[src/hw/sdadc_pkg.sv]
package sdadc_pkg;

    // Number of external modulators that share the one modulator clock
    localparam int n_channels = 4;
    localparam int channel_width = $clog2(n_channels);

    // System clocks per modulator clock period, split evenly into high and low halves
    localparam int mod_clock_div = 4;
    localparam int mod_half_period = mod_clock_div / 2;
    localparam int mod_count_width = $clog2(mod_half_period);

    // Third-order CIC with a fixed decimation ratio
    localparam int cic_order = 3;
    localparam int cic_decimation = 16;
    localparam int decim_count_width = $clog2(cic_decimation);

    // Bit growth is order times log2 of the ratio, on top of the one-bit input
    localparam int sample_width = cic_order * decim_count_width + 1;

    // Result words carry the channel tag above the sample
    localparam int result_width = channel_width + sample_width;

    localparam int fifo_depth = 8;
    localparam int fifo_addr_width = $clog2(fifo_depth);
    // One extra bit so that a full FIFO can be told apart from an empty one
    localparam int fifo_count_width = fifo_addr_width + 1;

    localparam int apb_addr_width = 4;
    localparam int apb_data_width = 32;

    // Register map
    localparam logic [apb_addr_width-1:0] reg_ctrl = 4'h0;
    localparam logic [apb_addr_width-1:0] reg_status = 4'h4;
    localparam logic [apb_addr_width-1:0] reg_data = 4'h8;
    localparam int ctrl_enable_bit = 0;
    localparam int status_overflow_bit = 8;

endpackage

[src/hw/modulator_clock_gen.sv]
`timescale 1ns/1ps

module modulator_clock_gen
    import sdadc_pkg::*;
(
    input  logic clock,
    input  logic reset,
    input  logic enable,
    output logic modulator_clock,
    output logic sample_strobe
);

    // Counts system clocks within one half of the modulator period
    logic [mod_count_width-1:0] div_count;
    logic half_done;

    assign half_done = (div_count == mod_count_width'(mod_half_period - 1));

    always_ff @(posedge clock) begin
        if (reset || !enable) begin
            // Disabled, so the modulators see a quiet clock and the
            // divider restarts from a known phase on the next enable
            div_count <= '0;
            modulator_clock <= 1'b0;
            sample_strobe <= 1'b0;
        end else begin
            sample_strobe <= 1'b0;
            if (half_done) begin
                div_count <= '0;
                modulator_clock <= !modulator_clock;
                // Strobe covers the first system cycle with the modulator clock high
                // The modulator output is stable there, since it changes after the fall
                sample_strobe <= !modulator_clock;
            end else begin
                div_count <= div_count + 1'b1;
            end
        end
    end

endmodule

[src/hw/cic_decimator.sv]
`timescale 1ns/1ps

module cic_decimator
    import sdadc_pkg::*;
(
    input  logic clock,
    input  logic reset,
    input  logic enable,
    input  logic sample_strobe,
    input  logic bit_in,
    output logic [sample_width-1:0] sample,
    output logic sample_valid
);

    // Integrator and comb state, one entry per stage
    logic [sample_width-1:0] integ [cic_order];
    logic [sample_width-1:0] integ_next [cic_order];
    logic [sample_width-1:0] comb_delay [cic_order];
    logic [sample_width-1:0] comb_out [cic_order];

    // Strobes seen since the last output sample
    logic [decim_count_width-1:0] decim_count;
    logic decimate;

    // Every 16th strobe produces an output
    assign decimate = sample_strobe &&
                      (decim_count == decim_count_width'(cic_decimation - 1));

    always_comb begin
        // Cascaded integrators, each one fed by the updated value of the one before
        // The arithmetic wraps at sample_width, which is exact for CIC filters
        integ_next[0] = integ[0] + sample_width'(bit_in);
        for (int i = 1; i < cic_order; i++) begin
            integ_next[i] = integ[i] + integ_next[i-1];
        end

        // Comb stages work at the decimated rate with a differential delay of one
        comb_out[0] = integ_next[cic_order-1] - comb_delay[0];
        for (int i = 1; i < cic_order; i++) begin
            comb_out[i] = comb_out[i-1] - comb_delay[i];
        end
    end

    always_ff @(posedge clock) begin
        if (reset || !enable) begin
            // Disabling conversion restarts the filter from zero
            for (int i = 0; i < cic_order; i++) begin
                integ[i] <= '0;
                comb_delay[i] <= '0;
            end
            decim_count <= '0;
            sample_valid <= 1'b0;
        end else begin
            sample_valid <= decimate;
            if (sample_strobe) begin
                for (int i = 0; i < cic_order; i++) begin
                    integ[i] <= integ_next[i];
                end
                // Counter width matches the ratio, so it wraps back to zero by itself
                decim_count <= decim_count + 1'b1;
            end
            if (decimate) begin
                // Each comb stage remembers its input for the next decimated sample
                comb_delay[0] <= integ_next[cic_order-1];
                for (int i = 1; i < cic_order; i++) begin
                    comb_delay[i] <= comb_out[i-1];
                end
            end
        end
    end

    // Output register, valid together with the sample_valid pulse
    always_ff @(posedge clock) begin
        if (decimate) begin
            sample <= comb_out[cic_order-1];
        end
    end

endmodule

[src/hw/output_combiner.sv]
`timescale 1ns/1ps

module output_combiner
    import sdadc_pkg::*;
(
    input  logic clock,
    input  logic reset,
    input  logic [n_channels-1:0][sample_width-1:0] sample_in,
    input  logic sample_valid,
    output logic [result_width-1:0] result,
    output logic result_valid
);

    // Snapshot of every channel, taken when the decimators report
    logic [n_channels-1:0][sample_width-1:0] latched;

    // Two-state FSM, idle while low and emitting while high
    logic busy;
    // Channel being emitted in the current cycle
    logic [channel_width-1:0] channel;

    always_ff @(posedge clock) begin
        if (sample_valid) begin
            latched <= sample_in;
        end
    end

    always_ff @(posedge clock) begin
        if (reset) begin
            busy <= 1'b0;
            channel <= '0;
        end else if (!busy) begin
            // All decimators share the strobe, so one valid covers every channel
            if (sample_valid) begin
                busy <= 1'b1;
                channel <= '0;
            end
        end else begin
            if (channel == channel_width'(n_channels - 1)) begin
                busy <= 1'b0;
                channel <= '0;
            end else begin
                channel <= channel + 1'b1;
            end
        end
    end

    // One tagged word per cycle while emitting, channel 0 first
    // Decimator outputs come every 64 cycles, far apart from the 4-cycle burst
    // There is no ready input, the FIFO drops what it cannot take
    assign result_valid = busy;
    assign result = {channel, latched[channel]};

endmodule

[src/hw/result_fifo.sv]
`timescale 1ns/1ps

module result_fifo
    import sdadc_pkg::*;
(
    input  logic clock,
    input  logic reset,
    input  logic push,
    input  logic [result_width-1:0] push_data,
    input  logic pop,
    output logic [result_width-1:0] head,
    output logic [fifo_count_width-1:0] count,
    output logic overflow,
    input  logic overflow_clear
);

    logic [result_width-1:0] mem [fifo_depth];
    logic [fifo_addr_width-1:0] wr_ptr;
    logic [fifo_addr_width-1:0] rd_ptr;
    logic full;
    logic empty;
    logic do_push;
    logic do_pop;

    assign full = (count == fifo_count_width'(fifo_depth));
    assign empty = (count == '0);

    // Pushes into a full FIFO are lost, pops from an empty one do nothing
    assign do_push = push && !full;
    assign do_pop = pop && !empty;

    always_ff @(posedge clock) begin
        if (do_push) begin
            mem[wr_ptr] <= push_data;
        end
    end

    always_ff @(posedge clock) begin
        if (reset) begin
            wr_ptr <= '0;
            rd_ptr <= '0;
            count <= '0;
            overflow <= 1'b0;
        end else begin
            // Depth is a power of two, so the pointers wrap without a compare
            if (do_push) begin
                wr_ptr <= wr_ptr + 1'b1;
            end
            if (do_pop) begin
                rd_ptr <= rd_ptr + 1'b1;
            end
            count <= count + fifo_count_width'(do_push) - fifo_count_width'(do_pop);
            // A new drop wins over a clear in the same cycle, so no loss goes unseen
            if (push && full) begin
                overflow <= 1'b1;
            end else if (overflow_clear) begin
                overflow <= 1'b0;
            end
        end
    end

    // Oldest word, readable the cycle after it was pushed
    assign head = mem[rd_ptr];

endmodule

[src/hw/apb_readout.sv]
`timescale 1ns/1ps

module apb_readout
    import sdadc_pkg::*;
(
    input  logic clock,
    input  logic reset,
    input  logic [apb_addr_width-1:0] paddr,
    input  logic psel,
    input  logic penable,
    input  logic pwrite,
    input  logic [apb_data_width-1:0] pwdata,
    output logic [apb_data_width-1:0] prdata,
    output logic pready,
    output logic pslverr,
    output logic enable,
    input  logic [result_width-1:0] fifo_head,
    input  logic [fifo_count_width-1:0] fifo_count,
    input  logic fifo_overflow,
    output logic pop,
    output logic overflow_clear
);

    logic access;
    logic ctrl_write;
    logic fifo_empty;
    logic [apb_data_width-1:0] status_word;

    // Access phase of a transfer, it always completes in one cycle
    assign access = psel && penable;
    assign pready = 1'b1;

    assign ctrl_write = access && pwrite && (paddr == reg_ctrl);
    assign fifo_empty = (fifo_count == '0);

    // STATUS holds the FIFO count in the low bits and the sticky overflow flag
    always_comb begin
        status_word = '0;
        status_word[fifo_count_width-1:0] = fifo_count;
        status_word[status_overflow_bit] = fifo_overflow;
    end

    // Enable is the only stored register, the others reflect FIFO state
    always_ff @(posedge clock) begin
        if (reset) begin
            enable <= 1'b0;
        end else if (ctrl_write) begin
            enable <= pwdata[ctrl_enable_bit];
        end
    end

    // Read data, error and the FIFO side pulses all come from the access phase
    always_comb begin
        prdata = '0;
        pslverr = 1'b0;
        pop = 1'b0;
        overflow_clear = 1'b0;
        if (access) begin
            case (paddr)
                reg_ctrl: begin
                    prdata[ctrl_enable_bit] = enable;
                end
                reg_status: begin
                    if (pwrite) begin
                        // Write one to clear the overflow flag
                        overflow_clear = pwdata[status_overflow_bit];
                    end else begin
                        prdata = status_word;
                    end
                end
                reg_data: begin
                    // Writes to DATA have no effect
                    if (!pwrite) begin
                        if (fifo_empty) begin
                            // Reading an empty FIFO returns zero and flags the error
                            pslverr = 1'b1;
                        end else begin
                            prdata = apb_data_width'(fifo_head);
                            pop = 1'b1;
                        end
                    end
                end
                default: begin
                    pslverr = 1'b1;
                end
            endcase
        end
    end

endmodule

[src/hw/sdadc_top.sv]
`timescale 1ns/1ps

module sdadc_top
    import sdadc_pkg::*;
(
    input  logic clock,
    input  logic reset,
    // APB slave port
    input  logic [apb_addr_width-1:0] paddr,
    input  logic psel,
    input  logic penable,
    input  logic pwrite,
    input  logic [apb_data_width-1:0] pwdata,
    output logic [apb_data_width-1:0] prdata,
    output logic pready,
    output logic pslverr,
    // Shared clock out to the modulators and their returned bitstreams
    output logic modulator_clock,
    input  logic [n_channels-1:0] bitstream
);

    logic enable;
    logic sample_strobe;
    logic [n_channels-1:0][sample_width-1:0] channel_sample;
    logic [n_channels-1:0] channel_valid;
    logic [result_width-1:0] result;
    logic result_valid;
    logic fifo_pop;
    logic [result_width-1:0] fifo_head;
    logic [fifo_count_width-1:0] fifo_count;
    logic fifo_overflow;
    logic overflow_clear;

    modulator_clock_gen i_modulator_clock_gen (
        .clock(clock),
        .reset(reset),
        .enable(enable),
        .modulator_clock(modulator_clock),
        .sample_strobe(sample_strobe)
    );

    // One decimator per modulator, all sampled by the same strobe
    for (genvar ch = 0; ch < n_channels; ch++) begin : g_channel
        cic_decimator i_cic_decimator (
            .clock(clock),
            .reset(reset),
            .enable(enable),
            .sample_strobe(sample_strobe),
            .bit_in(bitstream[ch]),
            .sample(channel_sample[ch]),
            .sample_valid(channel_valid[ch])
        );
    end

    // The valids pulse together, so the combiner starts once all channels report
    output_combiner i_output_combiner (
        .clock(clock),
        .reset(reset),
        .sample_in(channel_sample),
        .sample_valid(&channel_valid),
        .result(result),
        .result_valid(result_valid)
    );

    result_fifo i_result_fifo (
        .clock(clock),
        .reset(reset),
        .push(result_valid),
        .push_data(result),
        .pop(fifo_pop),
        .head(fifo_head),
        .count(fifo_count),
        .overflow(fifo_overflow),
        .overflow_clear(overflow_clear)
    );

    apb_readout i_apb_readout (
        .clock(clock),
        .reset(reset),
        .paddr(paddr),
        .psel(psel),
        .penable(penable),
        .pwrite(pwrite),
        .pwdata(pwdata),
        .prdata(prdata),
        .pready(pready),
        .pslverr(pslverr),
        .enable(enable),
        .fifo_head(fifo_head),
        .fifo_count(fifo_count),
        .fifo_overflow(fifo_overflow),
        .pop(fifo_pop),
        .overflow_clear(overflow_clear)
    );

endmodule

[config.mk]
export PLATFORM = sky130hd
export DESIGN_NAME = sdadc_top
export DESIGN_NICKNAME = d
export VERILOG_FILES = /design/src/hw/sdadc_pkg.sv /design/src/hw/modulator_clock_gen.sv /design/src/hw/cic_decimator.sv /design/src/hw/output_combiner.sv /design/src/hw/result_fifo.sv /design/src/hw/apb_readout.sv /design/src/hw/sdadc_top.sv
export SDC_FILE = /design/constraint.sdc
export NUM_CORES = 1
export LEC_CHECK = 0
export BUFFER_PORTS_ARGS = -buffer_cell sky130_fd_sc_hd__buf_2
export CORE_ASPECT_RATIO = 1.5
export CORE_MARGIN = 2
export CORE_UTILIZATION = 40
export DETAILED_ROUTE_END_ITERATION = 10
export PLACE_DENSITY_LB_ADDON = 0.08
export RECOVER_POWER = 25
export SYNTH_ARGS = -nofsm -noshare
export SYNTH_HDL_FRONTEND = slang
export SYNTH_SLANG_ARGS = --single-unit
[constraint.sdc]
create_clock -name clock -period 13.3 [get_ports clock]
set_input_delay 2.66 -clock clock [delete_from_list [all_inputs] [get_ports clock]]
set_output_delay 2.66 -clock clock [all_outputs]
set_load 0.02 [all_outputs]
==> impl_metrics.py <==
metrics = {
    "status": {
        "status": "finished with violations",
        "violations": "capacitance limit, slew limit",
    },
    "placed_design": {
        "place_congestion": 0.7746,
        "dp.final_hpwl_mm": 45.31,
        "place_ws_ns": 3.237,
        "port_buffers": 31,
    },
    "drt": {
        "wl_met1_mm": 26.33,
        "dr.pass1.iters": 4,
        "routed-wl-met3_mm": 1.650,
        "wl_met2_mm": 34.51,
        "drt-total-wl_mm": 64.66,
        "wl_per_cell_um": 16.32,
        "viasPerCell": 5.034,
        "vias": 19941,
        "drt_iter0_drc": 833,
        "topRoutingLayerUsed": "met4",
        "final_antenna_net_count": 0,
        "drc": 0,
    },
    "finish": {
        "final_common_cell": "edfxtp_1",
        "area_delta_synth_final_pct": 10.42,
        "num_antenna_cells": 0,
        "drive_above_1_share_pct": 7.463,
        "fin_util_pct": 44.42,
        "most-common-layout-cells": "536 x edfxtp_1, 315 x nor2_1, 303 x inv_1",
        "nNetsFinal": 3206,
    },
    "synthesis": {
        "synth_area_mm2": 0.03254,
        "yosys_warnings": 0,
        "ys_types": 72,
        "synth-main-ff-cell": "edfxtp_1",
        "synth_top_family_by_area": "simple AND/OR/NAND/NOR gates",
        "synthMuxAreaShare_pct": 3.795,
        "synth_xor_area_share_pct": 7.318,
        "synth_compound_area_share_pct": 8.556,
        "async_flop_share_pct": 0,
        "synth.avg_cell_area_um2": 11.56,
        "synth_fa_ha_area_share_pct": 11.64,
        "synth-simple-area-share_pct": 12.20,
        "synth_edf_count": 536,
        "synth_seq_area_share_pct": 51.99,
        "synth-seq-cells": 577,
        "syn_inst": 2814,
    },
    "worst_setup_path": {
        "critPathSlowestCell": "a2111oi_1",
        "worst-setup-path-type": "in2reg",
        "critPathMaxFanout": 6,
        "cp.required_ns": 13.72,
        "cpMostUsedCell": "ha_1",
        "max_stage_delay_ns": 0.70,
        "start_kind": "primary input",
        "crit_path_end_kind": "register",
        "cp_data_arrival_time_ns": 9.75,
    },
    "sta": {
        "rsz0062_at_grt": "no",
        "final.period_utilization_pct": 70.17,
        "max_clock_freq_mhz": 107.2,
        "hold_viol": 0,
        "timing.final.ws_setup_ns": 3.968,
        "skew_ns": 0.05899,
        "worstMarginPinSlew_ns": 1.922,
        "min_period_ns": 9.332,
        "slew_headroom_pct": -28.28,
        "slew_violations": 78,
        "setup_violations": 0,
        "setup_tns_ns": 0,
    },
    "global_routing": {
        "grt_pass1_wl_mm": 103.9,
        "antenna_found_initial": 0,
        "track_usage_pct": 15.45,
        "overflow": 0,
        "grt_max_degree": 80,
        "grt_pass1_vias": 20498,
    },
    "power_and_ir_drop": {
        "peakVddDrop_mv": 0.1130,
        "internal_power_mw": 3.166,
        "power_frac_seq_pct": 47.8,
        "p_leak_nw": 14.76,
        "combPwrFrac_pct": 10.5,
        "switching_power_mw": 0.9836,
        "p_per_area_mw_per_mm2": 115.5,
        "sw_frac_of_total_pct": 23.70,
        "power_frac_clock_pct": 41.7,
    },
    "floorplanning": {
        "die_area_mm2": 0.08369,
        "initial_utilization_pct": 40.23,
        "io_pins": 80,
        "fp-row-count": 128,
        "core_mm2": 0.08088,
        "chipWidth_um": 236.9,
        "die_height_um": 353.3,
    },
    "clocking": {
        "cts_setup_buffers": 0,
        "htree_num_levels": 2,
        "clk_latency_ns": 0.68,
        "cts_hold_buf": 0,
        "clk_path_buf_depth": 3,
        "cts-root-buf": "clkbuf_16",
        "clk_pin_slew_worst_paths_ns": 0.07,
        "cts-buffers-inserted": 59,
        "cts_tree": "done",
        "cts_resized": 0,
        "cts_sinks": 577,
    },
    "flow_run": {
        "cap_violations": 2,
    },
    "min_path": {
        "worst_hold_path_type": "reg2reg",
    },
}
[flip-flops by register name, summed over array words and instances (netlist names), 2 cells and up, named ones only]
name                                    cells
i_result_fifo.rd_ptr                        3
i_result_fifo.count                         4
g_channel.i_cic_decimator.sample_valid      4
g_channel.i_cic_decimator.comb_delay      156
i_output_combiner.latched                  52
g_channel.i_cic_decimator.integ           156
g_channel.i_cic_decimator.sample           52
i_output_combiner.channel                   2
i_result_fifo.mem                         120
i_result_fifo.wr_ptr                        3
g_channel.i_cic_decimator.decim_count      16
[worst max-delay path, delay by kind of cell]
kind / cells / cell delay, ns
buffers and inverters: 4 / 0.35
adder cells (fa/ha/maj): 7 / 1.99
AO/OA/AOI/OAI: 12 / 3.10
AND/OR/NAND/NOR: 2 / 0.22
XOR/XNOR: 7 / 1.45
[final cells by class]
cell class,instances,area [um^2]
well taps,1040,1301
flip-flops and latches,577,16920
multi-input cells,1883,14280
fillers,7418,44950
inverters,303,1137
clock inverters,33,397.9
clock buffers,78,1628
repair buffers,47,262.8
[power groups by stage]
stage          Clock, mW  Sequential (mW)  Combinational, mW
6_report            1.73             1.98              0.435
5_1_grt             1.85             1.98              0.489
4_1_cts             1.79             1.98              0.441
3_5_place_dp           0             2.02              0.437
3_3_place_gp           0             2.02              0.430
2_1_floorplan          0             2.02              0.354
[per-stage QoR]
step | std cells | hold slack [ns] | area (um^2) | total power [mW]
2_1_floorplan | 2830 | 0.4003 | 32600 | 2.376
3_3_place_gp | 3850 | 0.4033 | 33920 | 2.452
3_5_place_dp | 3850 | 0.4052 | 33920 | 2.459
4_1_cts | 3961 | 0.3876 | 35940 | 4.217
5_1_grt | 3961 | 0.3886 | 35930 | 4.322
6_report | 3961 | 0.3937 | 35930 | 4.149
[cells in the mapped netlist (19+ instances only)]
cell type,number,area share [%]
a21oi_1,116,1.8
nor3_1,26,0.40
dfxtp_1,41,2.5
and3_1,38,0.73
fa_1,21,1.3
o21ai_0,49,0.75
xor2_1,96,2.6
nand2_1,102,1.2
xnor2_1,160,4.3
and2_1,155,3.0
o21a_1,34,0.78
a21o_1,54,1.2
ha_1,269,10
o21ai_1,39,0.60
mux4_2,43,3.0
a21boi_1,21,0.48
o21bai_1,19,0.44
mux2i_1,21,0.65
nand3_1,42,0.65
inv_1,303,3.5
clkbuf_1,41,0.47
nor2_1,321,3.7
edfxtp_1,536,49
nor2b_1,33,0.63
nand2b_1,30,0.58
[logic make-up after synthesis]
| group | count (synthesis) |
|---|---|
| simple gates | 812 |
| flops | 577 |
| compound gates | 431 |
| buf+inv | 370 |
| fa+ha+maj | 290 |
| xor+xnor | 263 |
| mux | 69 |
| other cells | 2 |
[per-layer routing]
layer	vias to the layer above	track usage, %
li1	10024	-
met4	0	5.747
met5	-	0
met1	9631	17.27
met3	98	2.087
met2	188	29.52
[final timing paths]
| kind | start | to | slack, ns | cells after the start |
|---|---|---|---|---|
| worst min register to register | g_channel[0].i_cic_decimator.sample[0] | i_output_combiner.latched[0] | 0.39 | 0 |
| worst max-delay path | bitstream[1] | g_channel[1].i_cic_decimator.sample[12] | 3.97 | 32 |
| worst min-delay path | g_channel[0].i_cic_decimator.sample[0] | i_output_combiner.latched[0] | 0.39 | 0 |
| worst max register to register | g_channel[1].i_cic_decimator.integ[0][0] | g_channel[1].i_cic_decimator.sample[12] | 5.69 | 31 |
Note: power is estimated with default switching activity, not from simulation.
